--- src/design/lcd_cmd_pkg.sv ---
`default_nettype none

package lcd_cmd_pkg;

	// config word, msb first: lines, font, display, cursor, blink, inc, shift
	localparam int CFG_W = 7;
	localparam int CFG_LINES = 6;
	localparam int CFG_FONT = 5;
	localparam int CFG_DISP = 4;
	localparam int CFG_CURSOR = 3;
	localparam int CFG_BLINK = 2;
	localparam int CFG_INC = 1;
	localparam int CFG_SHIFT = 0;

	// bus word is {rs, rw, data}
	localparam int DATA_W = 8;
	localparam int WORD_W = 10;
	localparam int WORD_RS = 9;
	localparam int WORD_RW = 8;

	// fixed upper bits of the init instructions, option bits fill the rest
	localparam logic [3:0] OP_FUNC_SET = 4'b0011;	// 8-bit interface
	localparam logic [4:0] OP_DISP_CTRL = 5'b00001;
	localparam logic [7:0] OP_CLEAR = 8'b0000_0001;	// no option bits
	localparam logic [5:0] OP_ENTRY = 6'b000001;

	// init list bookkeeping
	localparam int N_INIT = 4;
	localparam int IDX_W = 2;
	localparam logic [IDX_W-1:0] IDX_FUNC_SET = 2'd0;
	localparam logic [IDX_W-1:0] IDX_DISP_CTRL = 2'd1;
	localparam logic [IDX_W-1:0] IDX_CLEAR = 2'd2;
	localparam logic [IDX_W-1:0] IDX_ENTRY = 2'd3;
	localparam logic [IDX_W-1:0] INIT_LAST = IDX_W'(N_INIT - 1);

endpackage

`default_nettype wire

--- src/design/lcd_timing_pkg.sv ---
`default_nettype none

package lcd_timing_pkg;

	// base time unit is one microsecond
	localparam int CLK_PER_US = 3;	// clock cycles per us

	localparam int CNT_W = 11;	// wide enough for the power-up count

	// all waits in us
	localparam int T_POWER_US = 500;	// panel power-up
	localparam int T_SETUP_US = 1;	// word valid to e rise
	localparam int T_E_HIGH_US = 13;	// enable pulse width
	localparam int T_CYCLE_US = 50;	// word valid to next word allowed
	localparam int T_CLEAR_EXTRA_US = 150;	// clear needs 200 in all
	localparam int T_ENTRY_EXTRA_US = 50;	// entry mode needs 100 in all

	// derived counts in clock cycles, sized for the wait counters
	localparam logic [CNT_W-1:0] PWR_LAST = CNT_W'(T_POWER_US * CLK_PER_US - 1);
	localparam logic [CNT_W-1:0] E_RISE = CNT_W'(T_SETUP_US * CLK_PER_US);
	localparam logic [CNT_W-1:0] E_FALL =
		CNT_W'((T_SETUP_US + T_E_HIGH_US) * CLK_PER_US);

	// the cycle counter starts one clock after start, and busy drops one
	// clock after the last count, hence the two
	localparam logic [CNT_W-1:0] CYCLE_END = CNT_W'(T_CYCLE_US * CLK_PER_US - 2);

	localparam logic [CNT_W-1:0] CLEAR_EXTRA = CNT_W'(T_CLEAR_EXTRA_US * CLK_PER_US);
	localparam logic [CNT_W-1:0] ENTRY_EXTRA = CNT_W'(T_ENTRY_EXTRA_US * CLK_PER_US);

endpackage

`default_nettype wire
--- src/design/lcd_ctrl_top.sv ---
`timescale 1ns/1ps
`default_nettype none

module lcd_ctrl_top (
	input logic clk,
	input logic rst,

	input logic [lcd_cmd_pkg::CFG_W-1:0] cfg,	// panel options for init

	// host port
	input logic req,
	input logic [lcd_cmd_pkg::WORD_W-1:0] word,
	output logic ack,
	output logic busy,

	// panel pins
	output logic e,
	output logic rs,
	output logic rw,
	output logic [lcd_cmd_pkg::DATA_W-1:0] data
);

	logic hold_valid;
	logic hold_take;
	logic [lcd_cmd_pkg::WORD_W-1:0] hold_word;

	logic start;
	logic cyc_busy;
	logic [lcd_cmd_pkg::WORD_W-1:0] cyc_word;
	logic [lcd_timing_pkg::CNT_W-1:0] cyc_extra;

	lcd_host_port i_host_port (
		.clk (clk),
		.rst (rst),
		.req (req),
		.word (word),
		.ack (ack),
		.hold_take (hold_take),
		.hold_valid (hold_valid),
		.hold_word (hold_word)
	);

	lcd_init_sequencer i_init_seq (
		.clk (clk),
		.rst (rst),
		.cfg (cfg),
		.hold_valid (hold_valid),
		.hold_word (hold_word),
		.hold_take (hold_take),
		.cyc_busy (cyc_busy),
		.start (start),
		.cyc_word (cyc_word),
		.cyc_extra (cyc_extra),
		.busy (busy)
	);

	lcd_bus_cycle i_bus_cycle (
		.clk (clk),
		.rst (rst),
		.start (start),
		.cyc_word (cyc_word),
		.cyc_extra (cyc_extra),
		.cyc_busy (cyc_busy),
		.e (e),
		.rs (rs),
		.rw (rw),
		.data (data)
	);

endmodule

`default_nettype wire

--- src/design/lcd_bus_cycle.sv ---
`timescale 1ns/1ps
`default_nettype none

module lcd_bus_cycle (
	input logic clk,
	input logic rst,

	input logic start,
	input logic [lcd_cmd_pkg::WORD_W-1:0] cyc_word,
	input logic [lcd_timing_pkg::CNT_W-1:0] cyc_extra,
	output logic cyc_busy,

	// panel pins
	output logic e,
	output logic rs,
	output logic rw,
	output logic [lcd_cmd_pkg::DATA_W-1:0] data
);

	logic [lcd_timing_pkg::CNT_W-1:0] cnt;	// 0 in the first valid cycle
	logic [lcd_timing_pkg::CNT_W-1:0] end_cnt;	// last count of this cycle

	always_ff @(posedge clk) begin
		if (rst) begin
			cyc_busy <= 1'b0;
			cnt <= '0;
			rs <= 1'b0;
			rw <= 1'b0;
			data <= '0;
		end else if (start) begin
			cyc_busy <= 1'b1;
			cnt <= '0;
			rs <= cyc_word[lcd_cmd_pkg::WORD_RS];
			rw <= cyc_word[lcd_cmd_pkg::WORD_RW];
			data <= cyc_word[lcd_cmd_pkg::DATA_W-1:0];	// held until next start
		end else if (cyc_busy) begin
			cnt <= cnt + 1'b1;
			if (cnt == end_cnt)
				cyc_busy <= 1'b0;	// hold-off done
		end
	end

	// standard cycle plus whatever the instruction needs on top
	always_ff @(posedge clk) begin
		if (start)
			end_cnt <= lcd_timing_pkg::CYCLE_END + cyc_extra;
	end

	// setup, then high phase, low phase runs to end of cycle
	assign e = (cnt >= lcd_timing_pkg::E_RISE) && (cnt < lcd_timing_pkg::E_FALL);

	e_inside_cycle: assert property (
		@(posedge clk) disable iff (rst)
		e |-> cyc_busy
	);

	// the panel latches on falling e, so the bus may not move under it
	bus_stable_under_e: assert property (
		@(posedge clk) disable iff (rst)
		(e && $past(e)) |-> $stable({rs, rw, data})
	);

endmodule

`default_nettype wire

--- src/design/lcd_init_sequencer.sv ---
`timescale 1ns/1ps
`default_nettype none

module lcd_init_sequencer (
	input logic clk,
	input logic rst,

	input logic [lcd_cmd_pkg::CFG_W-1:0] cfg,

	// holding register of the host port
	input logic hold_valid,
	input logic [lcd_cmd_pkg::WORD_W-1:0] hold_word,
	output logic hold_take,

	// bus cycle engine
	input logic cyc_busy,
	output logic start,
	output logic [lcd_cmd_pkg::WORD_W-1:0] cyc_word,
	output logic [lcd_timing_pkg::CNT_W-1:0] cyc_extra,

	output logic busy
);

	// fsm as two flags: power-up wait, init issue, run
	logic powered;	// power-up wait over
	logic running;	// init list issued, host words pass through

	logic [lcd_timing_pkg::CNT_W-1:0] pwr_cnt;
	logic [lcd_cmd_pkg::IDX_W-1:0] idx;	// next init instruction

	logic [lcd_cmd_pkg::DATA_W-1:0] init_data;
	logic [lcd_timing_pkg::CNT_W-1:0] init_extra;
	logic init_issue;

	// instruction bytes built from the opcodes and the live config word
	always_comb begin
		init_data = lcd_cmd_pkg::OP_CLEAR;
		init_extra = '0;
		case (idx)
			lcd_cmd_pkg::IDX_FUNC_SET: begin
				init_data = {lcd_cmd_pkg::OP_FUNC_SET,
					cfg[lcd_cmd_pkg::CFG_LINES],
					cfg[lcd_cmd_pkg::CFG_FONT],
					2'b00};
			end
			lcd_cmd_pkg::IDX_DISP_CTRL: begin
				init_data = {lcd_cmd_pkg::OP_DISP_CTRL,
					cfg[lcd_cmd_pkg::CFG_DISP],
					cfg[lcd_cmd_pkg::CFG_CURSOR],
					cfg[lcd_cmd_pkg::CFG_BLINK]};
			end
			lcd_cmd_pkg::IDX_CLEAR: begin
				init_data = lcd_cmd_pkg::OP_CLEAR;
				init_extra = lcd_timing_pkg::CLEAR_EXTRA;	// clear is slow
			end
			lcd_cmd_pkg::IDX_ENTRY: begin
				init_data = {lcd_cmd_pkg::OP_ENTRY,
					cfg[lcd_cmd_pkg::CFG_INC],
					cfg[lcd_cmd_pkg::CFG_SHIFT]};
				init_extra = lcd_timing_pkg::ENTRY_EXTRA;
			end
			default: begin
				init_data = lcd_cmd_pkg::OP_CLEAR;
				init_extra = '0;
			end
		endcase
	end

	assign init_issue = powered && !running && !cyc_busy;
	assign hold_take = running && !cyc_busy && hold_valid;	// take and start together
	assign start = init_issue || hold_take;

	// init words go out with rs and rw low
	assign cyc_word = running ? hold_word : {2'b00, init_data};
	assign cyc_extra = running ? '0 : init_extra;

	assign busy = !running || cyc_busy || hold_valid;

	always_ff @(posedge clk) begin
		if (rst) begin
			powered <= 1'b0;
			running <= 1'b0;
			pwr_cnt <= '0;
			idx <= '0;
		end else if (!powered) begin
			if (pwr_cnt == lcd_timing_pkg::PWR_LAST)
				powered <= 1'b1;
			else
				pwr_cnt <= pwr_cnt + 1'b1;
		end else if (init_issue) begin
			idx <= idx + 1'b1;
			if (idx == lcd_cmd_pkg::INIT_LAST)
				running <= 1'b1;	// last init word is on its way
		end
	end

	// a start is always picked up by an idle engine
	start_when_idle: assert property (
		@(posedge clk) disable iff (rst)
		start |-> !cyc_busy ##1 cyc_busy
	);

endmodule

`default_nettype wire

--- src/design/lcd_host_port.sv ---
`timescale 1ns/1ps
`default_nettype none

module lcd_host_port (
	input logic clk,
	input logic rst,

	// host side, four-phase req/ack
	input logic req,
	input logic [lcd_cmd_pkg::WORD_W-1:0] word,
	output logic ack,

	// towards the sequencer
	input logic hold_take,
	output logic hold_valid,
	output logic [lcd_cmd_pkg::WORD_W-1:0] hold_word
);

	logic latch;	// accept the host word this cycle

	// ack low is the wait-for-req phase, ack high the wait-for-release phase.
	// a full holding register keeps ack low, which stalls the host
	assign latch = !ack && req && !hold_valid;

	always_ff @(posedge clk) begin
		if (rst) begin
			ack <= 1'b0;
			hold_valid <= 1'b0;
		end else begin
			if (latch) begin
				ack <= 1'b1;
				hold_valid <= 1'b1;
			end else begin
				if (ack && !req)
					ack <= 1'b0;	// host released, close the handshake
				if (hold_take)
					hold_valid <= 1'b0;	// word moved to the bus engine
			end
		end
	end

	always_ff @(posedge clk) begin
		if (latch)
			hold_word <= word;
	end

	// the sequencer only takes what is actually held
	take_needs_valid: assert property (
		@(posedge clk) disable iff (rst)
		hold_take |-> hold_valid
	);

	// ack answers a request seen in the cycle before
	ack_follows_req: assert property (
		@(posedge clk) disable iff (rst)
		$rose(ack) |-> $past(req)
	);

endmodule

`default_nettype wire

--- config.mk ---
export PLATFORM = sky130hd
export DESIGN_NAME = lcd_ctrl_top
export DESIGN_NICKNAME = d
export VERILOG_FILES = /design/src/design/lcd_cmd_pkg.sv /design/src/design/lcd_timing_pkg.sv /design/src/design/lcd_ctrl_top.sv /design/src/design/lcd_bus_cycle.sv /design/src/design/lcd_init_sequencer.sv /design/src/design/lcd_host_port.sv
export SDC_FILE = /design/constraint.sdc
export NUM_CORES = 1
export LEC_CHECK = 0
export BUFFER_PORTS_ARGS = -buffer_cell sky130_fd_sc_hd__buf_4
export CAP_MARGIN = 15
export CORE_UTILIZATION = 45
export DETAILED_ROUTE_END_ITERATION = 6
export HOLD_SLACK_MARGIN = 0.1
export SYNTH_ARGS = -nofsm -noshare
export SYNTH_HDL_FRONTEND = slang
export SYNTH_SLANG_ARGS = --single-unit
--- constraint.sdc ---
create_clock -name clk -period 3.6 [get_ports clk]
set_input_delay 0.36 -clock clk [delete_from_list [all_inputs] [get_ports clk]]
set_output_delay 0.36 -clock clk [all_outputs]
set_load 0.01 [all_outputs]
==> impl_metrics.env <==
export IMPL_fmax_ghz=0.470
export IMPL_grt_pass1_vias=1738
export IMPL_path_class="reg -> out"
export IMPL_core_area_sq_um=5540
export IMPL_max_cap_violations=0
export IMPL_timing_hold_ws_ns=0.225
export IMPL_p_leak_uw=0.00113
export IMPL_first_pass_iters=4
export IMPL_port_buffers=32
export IMPL_final_seq_area_sq_um=1260
export IMPL_layout_commonest_cell="dfxtp_1"
export IMPL_ys_flop_type="dfxtp_1"
export IMPL_routedWlPerCell_um=13.4
export IMPL_status="complete, no violations"
export IMPL_cts_tree="done"
export IMPL_synth_top_family_by_area="simple AND/OR/NAND/NOR gates"
export IMPL_synthXorXnorAreaFrac_pct=3.38
export IMPL_drc=0
export IMPL_rsz0062_at_grt="no"
export IMPL_setup_viol=0
export IMPL_layout_common_cells="39 x dfxtp_1, 34 x buf_4, 24 x a21oi_1"
export IMPL_cp_start_kind="flop"
export IMPL_cts_sinks=55
export IMPL_synth_simple_area_share_pct=20.9
export IMPL_antenna_cells=0
export IMPL_ys_seq_elements=55
export IMPL_ctsLongestPathBuffers=2
export IMPL_io_pins=33
export IMPL_via_per_inst=5.34
export IMPL_critPathCaptureType="output pin"
export IMPL_synth_net_count=281
export IMPL_postCtsSetupBuffers=0
export IMPL_yosysWarnings=0
export IMPL_antenna_found_initial=0
export IMPL_path_clk_slew_ns=0.10
export IMPL_path_max_fanout=23
export IMPL_dp_hpwl_mm=3.34
export IMPL_fill_cells=519
export IMPL_hp_class="in -> reg"
export IMPL_seq_area_frac_synth_pct=48.7
export IMPL_tightest_slew_ns=0.784
export IMPL_ir_drop_mv=0.206
export IMPL_routed_wl_mm=4.74
export IMPL_slew_viol_final=0
export IMPL_syn2layout_area_growth_pct=14.8
export IMPL_fin_crit_sh_pct=59.1
export IMPL_grt_first_pass_wirelength_mm=7.94
export IMPL_fp_row_count=27
export IMPL_drtIter0Drc=53
export IMPL_hold_buffers=0
export IMPL_gp_congestion=0.730
export IMPL_cp_data_arrival_time_ns=1.77
export IMPL_h_tree_depth=2
export IMPL_synth_cells=254
export IMPL_multi_input_area_sq_um=1200
export IMPL_synth_area_per_cell_sq_um=10.2
export IMPL_die_h_um=77.9
export IMPL_overflow=0
export IMPL_finalCriticalPeriod_ns=2.13
export IMPL_worst_clock_skew_ns=0.00605
export IMPL_relSlewSlack_pct=47.7
export IMPL_synth_compound_area_share_pct=14.4
export IMPL_die_area_sq_um=6060
export IMPL_drive_gt1_share_pct=21.3
export IMPL_timing_setup_tns_ns=0
export IMPL_cts_root_buf="clkbuf_8"
export IMPL_layout_nets=308
export IMPL_syn_area_sq_um=2590
export IMPL_cp_required_ns=3.24
export IMPL_clk_latency_ns=0.31
export IMPL_synthMuxAreaShare_pct=4.20
export IMPL_post_cts_resized=0
export IMPL_antenna_left=0
export IMPL_synth_adder_area_share_pct=3.38
export IMPL_cts_buffers=5
export IMPL_track_usage_pct=16.6
export IMPL_start_util_pct=46.7
export IMPL_powerDensity_nw_per_um2=388
export IMPL_via_count=1889
export IMPL_fin_util_pct=53.7
export IMPL_die_w_um=77.9
export IMPL_synth_edf_count=16
export IMPL_grt_max_degree=30
export IMPL_synth_cell_types=54
export IMPL_finalHoldViolations=0
export IMPL_synthArstFlopShare_pct=0
## cells by family after synthesis
family,Yosys count
flops,55
compound gates,61
simple gates,88
buf+inv,24
fa+ha+maj,7
mux,9
xor+xnor,10
## Yosys cell counts (all sizes together), types with 2 or more instances
library cell	count	area (sq um)
nor4	3	18.8
or3	6	41.3
nand2b	4	25.0
nor2	20	77.6
nand2	9	33.8
inv	10	37.5
edfxtp	16	480
mux2i	4	52.6
nand3	4	25.0
or4	5	37.5
dfxtp	39	781
nor2b	5	31.3
o21a	2	15.0
xnor2	5	43.8
nor3	3	15.0
ha	7	87.6
buf	7	56.3
xor2	5	43.8
o31ai	4	30.0
clkbuf	7	36.3
a211o	2	17.5
and3	5	32.5
nand4b	2	17.5
mux2	5	56.3
nand4	11	83.8
nand3b	2	27.5
o21ai	13	65.1
a31oi	3	18.8
a21oi	24	120
nor3b	3	22.5
a311oi	2	17.5
a211oi	4	30.0
or2	2	12.5
## state kept, by name (all words and copies together), names as in the netlist
signal and cells:
i_bus_cycle.data 8, i_bus_cycle.end_cnt 6, i_bus_cycle.cnt 11, i_init_seq.powered 1, i_init_seq.idx 2, i_host_port.hold_valid 1, i_host_port.hold_word 10, i_bus_cycle.rs 1
i_bus_cycle.rw 1, i_bus_cycle.cyc_busy 1, i_init_seq.pwr_cnt 11, i_init_seq.running 1, i_host_port.ack 1
## worst max-delay path: stages, from the launching register on
cell	delay (ns)
dfxtp_1	0.84
nand2b_1	0.17
or2_2	0.31
buf_4	0.14
## metrics by stage
step	cells	instance area, sq um	total power (uW)	setup WS (ns)
after global routing	354	2970	1190	1.32
after detailed placement	346	2840	717	1.59
after CTS	354	2970	1170	1.46
final	354	2970	1160	1.47
after floorplan	254	2590	693	1.83
after global placement	346	2840	717	1.65
## worst paths after layout
kind	to	start	cells past startpoint	slack [ns]
max reg2reg	i_bus_cycle.cyc_busy$_SDFF_PP0_	i_init_seq.running$_SDFFE_PP0P_	3	1.56
max	busy	i_init_seq.running$_SDFFE_PP0P_	3	1.47
min	i_host_port.hold_word[9]$_DFFE_PP_	word[9]	1	0.23
min reg2reg	i_init_seq.pwr_cnt[10]$_SDFFE_PP0P_	i_init_seq.pwr_cnt[10]$_SDFFE_PP0P_	2	0.50
## per-layer routing
layer / track usage, % / share of wire, % / vias up
li1: - / - / 984
met1: 21.4 / 51 / 868
met2: 28.1 / 46 / 32
met3: 2.82 / 2.6 / 5
met4: 5.66 / 1.0 / 0
met5: 0 / 0 / -
## power by group
part	switching (uW)	internal, uW	leakage (uW)
Combinational	20.1	23.8	0.000603
Sequential	8.68	649	0.000462
Clock	204	250	0.0000626
## cell type report
type                    count  share of cell area (%)
multi-input cells         175                    40.3
repair buffers             34                    8.58
clock inverters             2                    1.26
clock buffers               6                    3.16
flip-flops and latches     55                    42.4
inverters                  10                    1.26
well taps                  72                    3.03
Power figures use the tool's default switching activity.
